### src/common/spike_cfg.svh
`ifndef SPIKE_CFG_SVH
`define SPIKE_CFG_SVH

// number of spike input channels
`define SPIKE_NUM_CH 4

// per-channel counter width
// kept small so saturation is reachable in short runs
`define SPIKE_CNT_W 8

// fast_clk cycles the counters stay frozen before the snapshot
`define SPIKE_LOCK_CYCLES 2

// width of the closed-window index
`define SPIKE_IDX_W 16

`endif

### src/common/spike_types_pkg.sv
`include "spike_cfg.svh"

package spike_types_pkg;

    // one channel's spike count within a window
    typedef logic [`SPIKE_CNT_W-1:0] count_t;

    // one bit per channel
    // spike inputs, hit strobes and saturation flags
    typedef logic [`SPIKE_NUM_CH-1:0] ch_mask_t;

    // number of windows closed since reset, wraps on overflow
    typedef logic [`SPIKE_IDX_W-1:0] window_idx_t;

endpackage

### src/common/spike_ctrl_pkg.sv
`include "spike_cfg.svh"

package spike_ctrl_pkg;

    // window sequencer states
    typedef enum logic [1:0] {
        IDLE  = 2'd0,
        LOCK  = 2'd1,
        SNAP  = 2'd2,
        CLEAR = 2'd3
    } window_state_t;

    // lock period counter, wide enough for SPIKE_LOCK_CYCLES
    typedef logic [$clog2(`SPIKE_LOCK_CYCLES + 1)-1:0] lock_cnt_t;

endpackage

### src/common/spike_event_if.sv
interface spike_event_if;
    import spike_types_pkg::*;

    // one-cycle hit per channel, already edge detected
    ch_mask_t spike_hit;
    // counters hold during lock and snapshot
    logic     freeze;
    // counts are stable, capture them
    logic     snap;
    // zero the counters for the next window
    logic     clear;

    modport decode_mp (
        output spike_hit,
        output freeze,
        output snap,
        output clear
    );

    modport execute_mp (
        input spike_hit,
        input freeze,
        input clear
    );

    modport result_mp (
        input snap,
        input clear
    );

endinterface

### src/spike_decode/spike_decode.sv
`include "spike_cfg.svh"

module spike_decode (
    input  logic                      fast_clk,
    input  logic                      reset,
    input  logic                      slow_clk,
    input  spike_types_pkg::ch_mask_t spike,
    output logic                      window_busy,
    spike_event_if.decode_mp          ev
);
    import spike_types_pkg::*;
    import spike_ctrl_pkg::*;

    localparam lock_cnt_t LOCK_LAST = lock_cnt_t'(`SPIKE_LOCK_CYCLES - 1);

    ch_mask_t      spike_meta;
    ch_mask_t      spike_sync;
    ch_mask_t      spike_prev;
    ch_mask_t      hit_q;

    logic          slow_meta;
    logic          slow_sync;
    logic          slow_prev;
    logic          tick_q;

    window_state_t state_q;
    window_state_t state_d;
    lock_cnt_t     lock_cnt_q;

    // two-flop synchronizers, then a registered rising-edge detect
    // spike edge shows up as a hit three cycles later
    always_ff @(posedge fast_clk or posedge reset) begin
        if (reset) begin
            spike_meta <= '0;
            spike_sync <= '0;
            spike_prev <= '0;
            hit_q      <= '0;
        end else begin
            spike_meta <= spike;
            spike_sync <= spike_meta;
            spike_prev <= spike_sync;
            hit_q      <= spike_sync & ~spike_prev;
        end
    end

    // same structure for the window clock
    always_ff @(posedge fast_clk or posedge reset) begin
        if (reset) begin
            slow_meta <= 1'b0;
            slow_sync <= 1'b0;
            slow_prev <= 1'b0;
            tick_q    <= 1'b0;
        end else begin
            slow_meta <= slow_clk;
            slow_sync <= slow_meta;
            slow_prev <= slow_sync;
            tick_q    <= slow_sync & ~slow_prev;
        end
    end

    // ticks outside IDLE are dropped on purpose
    always_comb begin
        state_d = state_q;
        case (state_q)
            IDLE: begin
                if (tick_q) state_d = LOCK;
            end
            LOCK: begin
                if (lock_cnt_q == LOCK_LAST) state_d = SNAP;
            end
            SNAP:    state_d = CLEAR;
            CLEAR:   state_d = IDLE;
            default: state_d = IDLE;
        endcase
    end

    always_ff @(posedge fast_clk or posedge reset) begin
        if (reset) begin
            state_q    <= IDLE;
            lock_cnt_q <= '0;
        end else begin
            state_q <= state_d;
            // counts the cycles spent in LOCK
            if (state_q == LOCK) begin
                lock_cnt_q <= lock_cnt_q + 1'b1;
            end else begin
                lock_cnt_q <= '0;
            end
        end
    end

    assign ev.spike_hit = hit_q;
    assign ev.freeze    = (state_q == LOCK) || (state_q == SNAP);
    assign ev.snap      = (state_q == SNAP);
    assign ev.clear     = (state_q == CLEAR);
    assign window_busy  = (state_q != IDLE);

    a_snap_clear_excl: assert property (
        @(posedge fast_clk) disable iff (reset)
        !(ev.snap && ev.clear)
    );

    // counters must never stay uncleared after a snapshot
    a_snap_then_clear: assert property (
        @(posedge fast_clk) disable iff (reset)
        ev.snap |=> ev.clear
    );

endmodule

### src/spike_execute/spike_execute.sv
`include "spike_cfg.svh"

module spike_execute (
    input  logic                      fast_clk,
    input  logic                      reset,
    spike_event_if.execute_mp         ev,
    output spike_types_pkg::count_t   counts [`SPIKE_NUM_CH],
    output spike_types_pkg::ch_mask_t sat
);
    import spike_types_pkg::*;

    localparam count_t CNT_MAX = '1;

    // one saturating counter per channel
    // clear wins over everything, freeze drops incoming hits
    always_ff @(posedge fast_clk or posedge reset) begin
        if (reset) begin
            for (int ch = 0; ch < `SPIKE_NUM_CH; ch++) begin
                counts[ch] <= '0;
            end
            sat <= '0;
        end else if (ev.clear) begin
            for (int ch = 0; ch < `SPIKE_NUM_CH; ch++) begin
                counts[ch] <= '0;
            end
            sat <= '0;
        end else if (!ev.freeze) begin
            for (int ch = 0; ch < `SPIKE_NUM_CH; ch++) begin
                if (ev.spike_hit[ch]) begin
                    // hold at max, flag the lost spike
                    if (counts[ch] == CNT_MAX) begin
                        sat[ch] <= 1'b1;
                    end else begin
                        counts[ch] <= counts[ch] + 1'b1;
                    end
                end
            end
        end
    end

    // snapshot in result relies on these holding still
    for (genvar g = 0; g < `SPIKE_NUM_CH; g++) begin : g_chk
        a_frozen_stable: assert property (
            @(posedge fast_clk) disable iff (reset)
            ev.freeze |=> $stable(counts[g])
        );

        a_clear_zero: assert property (
            @(posedge fast_clk) disable iff (reset)
            ev.clear |=> (counts[g] == '0) && !sat[g]
        );
    end

endmodule

### src/verilog/spike_result.sv
`include "spike_cfg.svh"

module spike_result (
    input  logic                        fast_clk,
    input  logic                        reset,
    spike_event_if.result_mp            ev,
    input  spike_types_pkg::count_t     counts [`SPIKE_NUM_CH],
    input  spike_types_pkg::ch_mask_t   sat,
    output spike_types_pkg::count_t     int_cnt_out [`SPIKE_NUM_CH],
    output spike_types_pkg::ch_mask_t   sat_flags,
    output spike_types_pkg::window_idx_t window_index,
    output logic                        window_valid,
    output logic                        clear_out
);
    import spike_types_pkg::*;
    import spike_ctrl_pkg::*;

    // last sequencer strobe seen, rebuilt from snap and clear
    window_state_t strobe_q;

    // snapshot of the frozen counts, one window at a time
    always_ff @(posedge fast_clk or posedge reset) begin
        if (reset) begin
            for (int ch = 0; ch < `SPIKE_NUM_CH; ch++) begin
                int_cnt_out[ch] <= '0;
            end
            sat_flags    <= '0;
            window_index <= '0;
            window_valid <= 1'b0;
            clear_out    <= 1'b0;
        end else begin
            window_valid <= ev.snap;
            clear_out    <= ev.clear;
            if (ev.snap) begin
                int_cnt_out  <= counts;
                sat_flags    <= sat;
                window_index <= window_index + 1'b1;
            end
        end
    end

    always_ff @(posedge fast_clk or posedge reset) begin
        if (reset) begin
            strobe_q <= IDLE;
        end else if (ev.snap) begin
            strobe_q <= SNAP;
        end else if (ev.clear) begin
            strobe_q <= CLEAR;
        end else begin
            strobe_q <= IDLE;
        end
    end

    a_valid_single: assert property (
        @(posedge fast_clk) disable iff (reset)
        window_valid |=> !window_valid
    );

    // a clear without a snapshot just before it would lose a window
    a_clear_after_snap: assert property (
        @(posedge fast_clk) disable iff (reset)
        ev.clear |-> strobe_q == SNAP
    );

endmodule

### src/verilog/spike_counter_top.sv
`include "spike_cfg.svh"

module spike_counter_top (
    input  logic                         fast_clk,
    input  logic                         reset,
    input  logic                         slow_clk,
    input  spike_types_pkg::ch_mask_t    spike,
    output spike_types_pkg::count_t      int_cnt_out [`SPIKE_NUM_CH],
    output spike_types_pkg::ch_mask_t    sat_flags,
    output spike_types_pkg::window_idx_t window_index,
    output logic                         window_valid,
    output logic                         clear_out,
    output logic                         window_busy
);
    import spike_types_pkg::*;

    // live counts and saturation mask, execute to result
    count_t   counts [`SPIKE_NUM_CH];
    ch_mask_t sat;

    spike_event_if ev ();

    spike_decode u_decode (
        .fast_clk    (fast_clk),
        .reset       (reset),
        .slow_clk    (slow_clk),
        .spike       (spike),
        .window_busy (window_busy),
        .ev          (ev.decode_mp)
    );

    spike_execute u_execute (
        .fast_clk (fast_clk),
        .reset    (reset),
        .ev       (ev.execute_mp),
        .counts   (counts),
        .sat      (sat)
    );

    spike_result u_result (
        .fast_clk     (fast_clk),
        .reset        (reset),
        .ev           (ev.result_mp),
        .counts       (counts),
        .sat          (sat),
        .int_cnt_out  (int_cnt_out),
        .sat_flags    (sat_flags),
        .window_index (window_index),
        .window_valid (window_valid),
        .clear_out    (clear_out)
    );

endmodule

### config.mk
export PLATFORM = sky130hd
export DESIGN_NAME = spike_counter_top
export DESIGN_NICKNAME = d
export VERILOG_FILES = /design/src/common/spike_types_pkg.sv /design/src/common/spike_ctrl_pkg.sv /design/src/common/spike_event_if.sv /design/src/spike_decode/spike_decode.sv /design/src/spike_execute/spike_execute.sv /design/src/verilog/spike_result.sv /design/src/verilog/spike_counter_top.sv
export VERILOG_INCLUDE_DIRS = /design/src /design/src/common
export SDC_FILE = /design/constraint.sdc
export NUM_CORES = 1
export LEC_CHECK = 0
export ABC_AREA = 1
export BUFFER_PORTS_ARGS = -buffer_cell sky130_fd_sc_hd__buf_2
export CAP_MARGIN = 40
export CORE_ASPECT_RATIO = 1.25
export CORE_MARGIN = 5
export CORE_UTILIZATION = 55
export CTS_CLUSTER_SIZE = 28
export DETAILED_ROUTE_END_ITERATION = 6
export GPL_TIMING_DRIVEN = 0
export PLACE_DENSITY = 0.76
export RECOVER_POWER = 100
export SLEW_MARGIN = 10
export SYNTH_ARGS = -nofsm -noshare
export SYNTH_HDL_FRONTEND = slang
export SYNTH_HIERARCHICAL = 1
export SYNTH_SLANG_ARGS = --single-unit
### constraint.sdc
create_clock -name fast_clk -period 2.68 [get_ports fast_clk]
set_clock_uncertainty 0.15 [all_clocks]
set_input_delay 0.268 -clock fast_clk [delete_from_list [all_inputs] [get_ports fast_clk]]
set_output_delay 0.268 -clock fast_clk [all_outputs]
set_load 0.01 [all_outputs]
==> flow_summary.json, run 1 <==
{
  "routed.top_layer": "met4",
  "status": "finished with violations",
  "clkLatencyLatePin_ns": 0.41,
  "ys_warn_count": 6,
  "synth_compound_area_share_pct": 2.848,
  "fp.dieW_um": 97.93,
  "post-synth-top-area-fraction_pct": 53.67,
  "place_congestion": 0.9003,
  "post_drt_wl_per_cell_um": 13.94,
  "num_vias": 4286,
  "period_minus_slack_ns": 2.169,
  "fin_setup_tns_ns": 0,
  "setup_violations": 0,
  "worst_slew_margin_rel_pct": 1.336,
  "yosysSeqAreaShare_pct": 53.67,
  "synthTopCellsByCount": "nand2_1, dfrtp_1, inv_1, nor2_1, nand3_1",
  "hpwl_um": 8122,
  "crit_fanout": 10,
  "synth_top_family_by_area": "simple AND/OR/NAND/NOR gates",
  "synthAdderAreaFrac_pct": 2.589,
  "dieArea_um2": 11740,
  "netlist_instances": 620,
  "yosys.area_share.simple_pct": 31.76,
  "wl_um": 11770,
  "numCtsBuffers": 17,
  "synth-xor-area-share_pct": 2.472,
  "die_y_um": 119.9,
  "core_um2": 9559,
  "post_cts_resized": 0,
  "synth_cell_type_count": 29,
  "slew_viol_final": 0,
  "crit_arrival_ns": 2.36,
  "violations": "max-capacitance violations",
  "final_nets": 725,
  "yosysTopAreaCell": "dfrtp_1",
  "via_per_inst": 5.078,
  "io_pins": 62,
  "peakVddDrop_uv": 628.7,
  "antenna_found_initial": 0,
  "grt_max_degree": 39,
  "met1_length_um": 4811,
  "antenna_cells": 0,
  "p_leak_uw": 0.003345,
  "htree_levels": 4,
  "grt_pass1_wl_um": 20140,
  "drive_gt1_share_pct": 10.31,
  "grt_pass1_vias": 4424,
  "critPathMaxStageDelay_ns": 0.40,
  "wl_met3_um": 588,
  "worstSetupPathType": "flip-flop to flip-flop",
  "areaGrowthSynthToFinish_pct": 18.27,
  "num_rows": 40,
  "tritoncts": "built",
  "hold_ws_ns": 0.1995,
  "cp-start-kind": "flip-flop",
  "grt_setup_unrepaired": "no",
  "hp-class": "flip-flop to flip-flop",
  "syn-num-nets": 638,
  "io_buffers": 61,
  "finalCritPeriodShare_pct": 80.93,
  "clock-sinks": 114,
  "hold_violations": 0,
  "drc": 0,
  "grt_usage_pct": 21.43,
  "async_flop_share_pct": 100.0,
  "power_density_nw_per_um2": 1006,
  "muxShareOfSynthArea_pct": 0,
  "synth_area_leaders": "dfrtp_1, nand2_1, inv_1",
  "path_cells": "inv_1, ha_1, buf_4, inv_1, clkbuf_1, clkbuf_1, nand2_1, nand2_1",
  "avgSynthCellArea_um2": 8.573,
  "dr_wl_met2_um": 6227,
  "endpoint_kind": "flip-flop",
  "worst_pin_slew_ns": 1.478,
  "ant_nets": 0,
  "drt-initial-drc-count": 212,
  "critPathSlowestCell": "dfrtp_1",
  "syn_area_um2": 5315,
  "critPathBufInv": 5,
  "clk_pin_slew_ns": 0.05,
  "dominantRegCellSynth": "dfrtp_1",
  "clockBufferDepth": 2,
  "yosysMostFrequentCell": "nand2_1",
  "drtPass1Iterations": 5,
  "required_ns": 2.87,
  "drv_cap": 1,
  "clock.fmax_mhz": 461.1,
  "path_delay_family": "buffers and inverters",
  "start_util_pct": 55.60,
  "ys_seq_elements": 114,
  "grt-ovfl-total": 0,
  "synth-edff-count": 0,
  "root_buffer": "clkbuf_16"
}
[layout make-up]
cell class	count	area, µm²
repair buffers	68	315.3
well taps	126	157.7
plain buffers	14	60.06
clock inverters	10	157.7
fillers	820	3273
inverters	75	284.0
clock buffers	20	466.7
multi-input cells	417	1992
flip-flops and latches	114	2853
[through the flow]
stage / area [µm²] / power [µW] / utilization (%) / setup slack, ns / instances
floorplan: 5315 / 3597 / - / 0.9474 / 620
global placement: 5778 / 4072 / 60.45 / 0.2035 / 807
CTS: 6482 / 6568 / 67.81 / 0.7816 / 844
detailed placement: 5798 / 4161 / 60.65 / 0.7917 / 808
finish: 6286 / 6327 / 65.76 / 0.5111 / 844
global route: 6286 / 6736 / 65.76 / 0.3347 / 844
[repair_timing]
action	4_1_cts	5_1_grt
buffers inserted	0	0
hold buffers	6	0
hold endpoints to repair	81	0
[final timing paths]
path | startpoint | to | slack [ns] | cells after the start
max | u_decode/state_q[0] | u_result/int_cnt_out[4] | 0.51 | 8
min | u_decode/spike_meta[3] | u_decode/spike_sync[3] | 0.20 | 0
max reg2reg | u_decode/state_q[0] | u_result/int_cnt_out[4] | 0.51 | 8
min reg2reg | u_decode/spike_meta[3] | u_decode/spike_sync[3] | 0.20 | 0
max in group asynchronous | reset | u_execute/counts[0] | 0.77 | 3
min in group asynchronous | reset | u_result/int_cnt_out[13] | 0.44 | 3
[kinds of logic after synthesis]
logic type,count (synthesis)
compound gates,23
simple gates,368
flops,114
xor+xnor,15
fa+ha+maj,11
buf+inv,89
[power by group]
| group | leakage [µW] | switching, µW | internal, µW | total [µW] |
|---|---|---|---|---|
| logic | 0.00154 | 1100 | 517 | 1610 |
| registers | 0.00151 | 304 | 2050 | 2350 |
| clock network | 0.000300 | 747 | 1610 | 2360 |
[placed cells by master, fill, tap and decap left out, drive strengths merged]
cell	netlist	layout
a21oi	11	11
buf	10	10
bufinv	0	4
clkbuf	4	86
clkinv	0	3
clkinvlp	0	3
dfrtp	114	114
dlygate4sd3	0	6
ha	11	11
inv	75	75
nand2	244	244
nand3	38	38
nand3b	1	1
nand4	12	12
nor2	66	66
nor3	6	6
o21a	1	1
o21ai	11	11
or2	1	1
xnor2	4	4
xor2	11	11
[worst reg2reg max path, stage by stage (launching register included)]
cell      delay [ns]
dfrtp_1         0.40
inv_1           0.10
ha_1            0.24
buf_4           0.19
inv_1           0.08
clkbuf_1        0.39
clkbuf_1        0.38
nand2_1         0.11
nand2_1         0.08
[per-layer routing]
metal | GRT usage (%) | up-vias
li1 | - | 2079
met1 | 24.35 | 2082
met2 | 37.44 | 114
met3 | 6.453 | 11
met4 | 8.745 | 0
met5 | 0 | -
[sequential cells by signal, summed over array words and instances, names as in the netlist, 2 cells and up]
signal and count:
u_execute/sat 4, u_decode/lock_cnt_q 2, u_decode/spike_prev 4, u_result/window_index 16, u_decode/state_q 2, u_result/sat_flags 4, u_decode/spike_sync 4, u_decode/spike_meta 4
u_execute/counts 32, u_decode/ev.spike_hit 4, u_result/int_cnt_out 32
Power figures use the tool's default switching activity.
==> run 2: changes to the inputs <==
--- a/config.mk
+++ b/config.mk
@@ -6,12 +6,12 @@
 export SDC_FILE = /design/constraint.sdc
 export NUM_CORES = 1
 export LEC_CHECK = 0
-export ABC_AREA = 1
+export ABC_AREA = 0
 export BUFFER_PORTS_ARGS = -buffer_cell sky130_fd_sc_hd__buf_2
 export CAP_MARGIN = 40
 export CORE_ASPECT_RATIO = 1.25
 export CORE_MARGIN = 5
-export CORE_UTILIZATION = 55
+export CORE_UTILIZATION = 52
 export CTS_CLUSTER_SIZE = 28
 export DETAILED_ROUTE_END_ITERATION = 6
 export GPL_TIMING_DRIVEN = 0
==> constraint.sdc (replaced) <==
create_clock -name fast_clk -period 1.76 [get_ports fast_clk]
set_clock_uncertainty 0.15 [all_clocks]
set_input_delay 0.176 -clock fast_clk [delete_from_list [all_inputs] [get_ports fast_clk]]
set_output_delay 0.176 -clock fast_clk [all_outputs]
set_load 0.01 [all_outputs]
==> flow_summary.json, run 2 <==
{
  "status": "finished with violations",
  "violations": "negative setup slack",
  "start_util_pct": 52.90,
  "hpwl_um": 6388,
  "drtPass1Iterations": 4,
  "via_per_inst": 5.381,
  "fp.dieW_um": 96.18,
  "endpoint_kind": "flip-flop",
  "design_area_um2": 6269,
  "mostFrequentLayoutCells": "dfrtp_1, buf_2, nor2_1",
  "yosysTopAreaCell": "dfrtp_1",
  "p_int_uw": 6191,
  "drt-initial-drc-count": 126,
  "synth-xor-area-share_pct": 6.169,
  "wl_um": 9971,
  "worst_slew_margin_rel_pct": 46.61,
  "clockBufferDepth": 2,
  "grt_usage_pct": 19.32,
  "grt_pass1_vias": 3496,
  "antenna_cells": 0,
  "grt-ovfl-total": 0,
  "clock-sinks": 114,
  "yosysMostFrequentCell": "dfrtp_1",
  "drc": 0,
  "synthAdderAreaFrac_pct": 2.851,
  "post_drt_wl_per_cell_um": 16.32,
  "synth_compound_area_share_pct": 5.054,
  "clockPowerShare_pct": 37.3,
  "async_flop_share_pct": 100.0,
  "synth_area_leaders": "dfrtp_1, mux2_2, xor2_1",
  "netlist_instances": 373,
  "io_buffers": 61,
  "clock.fmax_mhz": 522.6,
  "dieArea_um2": 11320,
  "clk_pin_slew_ns": 0.05,
  "worst_pin_slew_ns": 0.7997,
  "num_rows": 39,
  "worstSetupPathType": "flip-flop to flip-flop",
  "final_nets": 493,
  "p_switching_uw": 2659,
  "final-seq-area_um2": 2854,
  "power_density_nw_per_um2": 1412,
  "final_common_cell": "dfrtp_1",
  "reg_top3": "u_execute/counts x32, u_result/int_cnt_out x32, u_result/window_index x16",
  "multi_input_area_um2": 2047,
  "layout_setup_ws_ns": -0.1537,
  "yosysSeqAreaShare_pct": 59.10,
  "reg2reg_depth": 5,
  "hold_violations": 0,
  "ys_seq_elements": 114,
  "cp-start-kind": "flip-flop",
  "root_buffer": "clkbuf_16",
  "synth-edff-count": 0,
  "grt_setup_unrepaired": "yes",
  "required_ns": 1.94,
  "die_y_um": 117.7,
  "grt_pass1_wl_um": 16930,
  "ys_warn_count": 6,
  "antenna_found_initial": 0,
  "syn-num-nets": 391,
  "setup_violations": 24,
  "syn_area_um2": 4827,
  "synth_cell_type_count": 46,
  "finalCritPeriodShare_pct": 108.7,
  "fin_total_pwr_uw": 8850,
  "hp-class": "input port to asynchronous set/reset pin",
  "avgSynthCellArea_um2": 12.94,
  "slew_viol_final": 0,
  "htree_levels": 4,
  "p_leak_uw": 0.003195,
  "tritoncts": "built",
  "grt_max_degree": 37,
  "synth_top_family_by_area": "simple AND/OR/NAND/NOR gates",
  "post-synth-top-area-fraction_pct": 59.10,
  "swShare_pct": 30.05,
  "crit_fanout": 7,
  "numCtsBuffers": 17,
  "yosys.area_share.simple_pct": 14.72,
  "p_seq_share_pct": 37.1,
  "areaGrowthSynthToFinish_pct": 29.86,
  "ant_nets": 0,
  "place_congestion": 0.8649,
  "io_pins": 62,
  "drive_gt1_share_pct": 39.34,
  "period_minus_slack_ns": 1.914,
  "placed_area_um2": 5355,
  "peakVddDrop_uv": 970.2,
  "dominantRegCellSynth": "dfrtp_1",
  "core_um2": 9125,
  "power.share.combinational_pct": 25.5,
  "muxShareOfSynthArea_pct": 10.42,
  "clkLatencyLatePin_ns": 0.41,
  "num_vias": 3288,
  "crit_arrival_ns": 2.10,
  "synthTopCellsByCount": "dfrtp_1, nor2_1, mux2_2, xor2_1",
  "drv_cap": 0,
  "nFillCells": 639
}
==> run 2: repair_timing <==
item                                   in CTS  in global routing
setup endpoints to repair                  84                 71
hold buffers                                6                  0
setup buffers                               9                  6
resized for setup                          19                 24
endpoints found under the hold margin      97                  0
pin swaps                                   4                 17
==> run 2: final timing paths <==
| kind | startpoint | end | slack (ns) |
|---|---|---|---|
| min in group fast_clk | u_decode/spike_meta[0] | u_decode/spike_sync[0] | 0.19 |
| max | u_decode/state_q[0] | u_execute/counts[7] | -0.15 |
| min reg2reg | u_decode/spike_meta[0] | u_decode/spike_sync[0] | 0.19 |
| max reg2reg | u_decode/state_q[0] | u_execute/counts[7] | -0.15 |
| max in group asynchronous | reset | u_decode/state_q[0] | 0.36 |
| min | reset | u_decode/spike_meta[1] | 0.15 |
==> run 2: critical path, stage by stage (launching register included) <==
cell and delay [ns]:
dfrtp_1 0.39, inv_2 0.10, ha_4 0.24, nand4b_1 0.27, or4_4 0.57, a21oi_2 0.12
==> run 2: cells by family (layout without fill, tap and decap cells) <==
logic type / after synthesis / in the layout
mux: 45 / 45
compound gates: 33 / 33
buf+inv: 20 / 135
flops: 114 / 114
simple gates: 116 / 116
fa+ha+maj: 11 / 11
xor+xnor: 34 / 34
==> run 2: through the flow <==
step	hold WS (ns)	worst slack [ns]	cells	setup TNS (ns)	util, %
detailed placement	0.03826	-0.2158	559	-10.60	58.69
floorplan	0.04062	-0.04726	373	-0.1012	-
global placement	0.1342	-0.6097	557	-40.22	58.22
CTS	0.1508	-0.1076	606	-0.5063	67.15
finish	0.1463	-0.1537	611	-1.150	68.70
global route	0.2074	-0.2228	611	-5.045	68.70
==> run 2: final cells by class <==
class | count | area share (%)
plain buffers | 9 | 1.198
clock buffers | 21 | 7.505
clock inverters | 11 | 1.756
inverters | 11 | 0.6587
multi-input cells | 239 | 32.65
flip-flops and latches | 114 | 45.53
well taps | 123 | 2.455
repair buffers | 83 | 8.244
==> run 2: per-layer routing <==
metal	vias up	part of all wire (%)	GRT usage, %
li1	1541	-	-
met1	1657	42	23.99
met2	76	52	31.02
met3	14	4.2	5.435
met4	0	1.7	8.363
met5	-	0	0
==> run 2: power groups by stage <==
stage	logic, µW	registers, µW	clock network [µW]
floorplan	1290	3350	0
global placement	1870	3300	0
detailed placement	1940	3320	0
CTS	2170	3270	3350
global route	2480	3340	3490
finish	2260	3290	3300
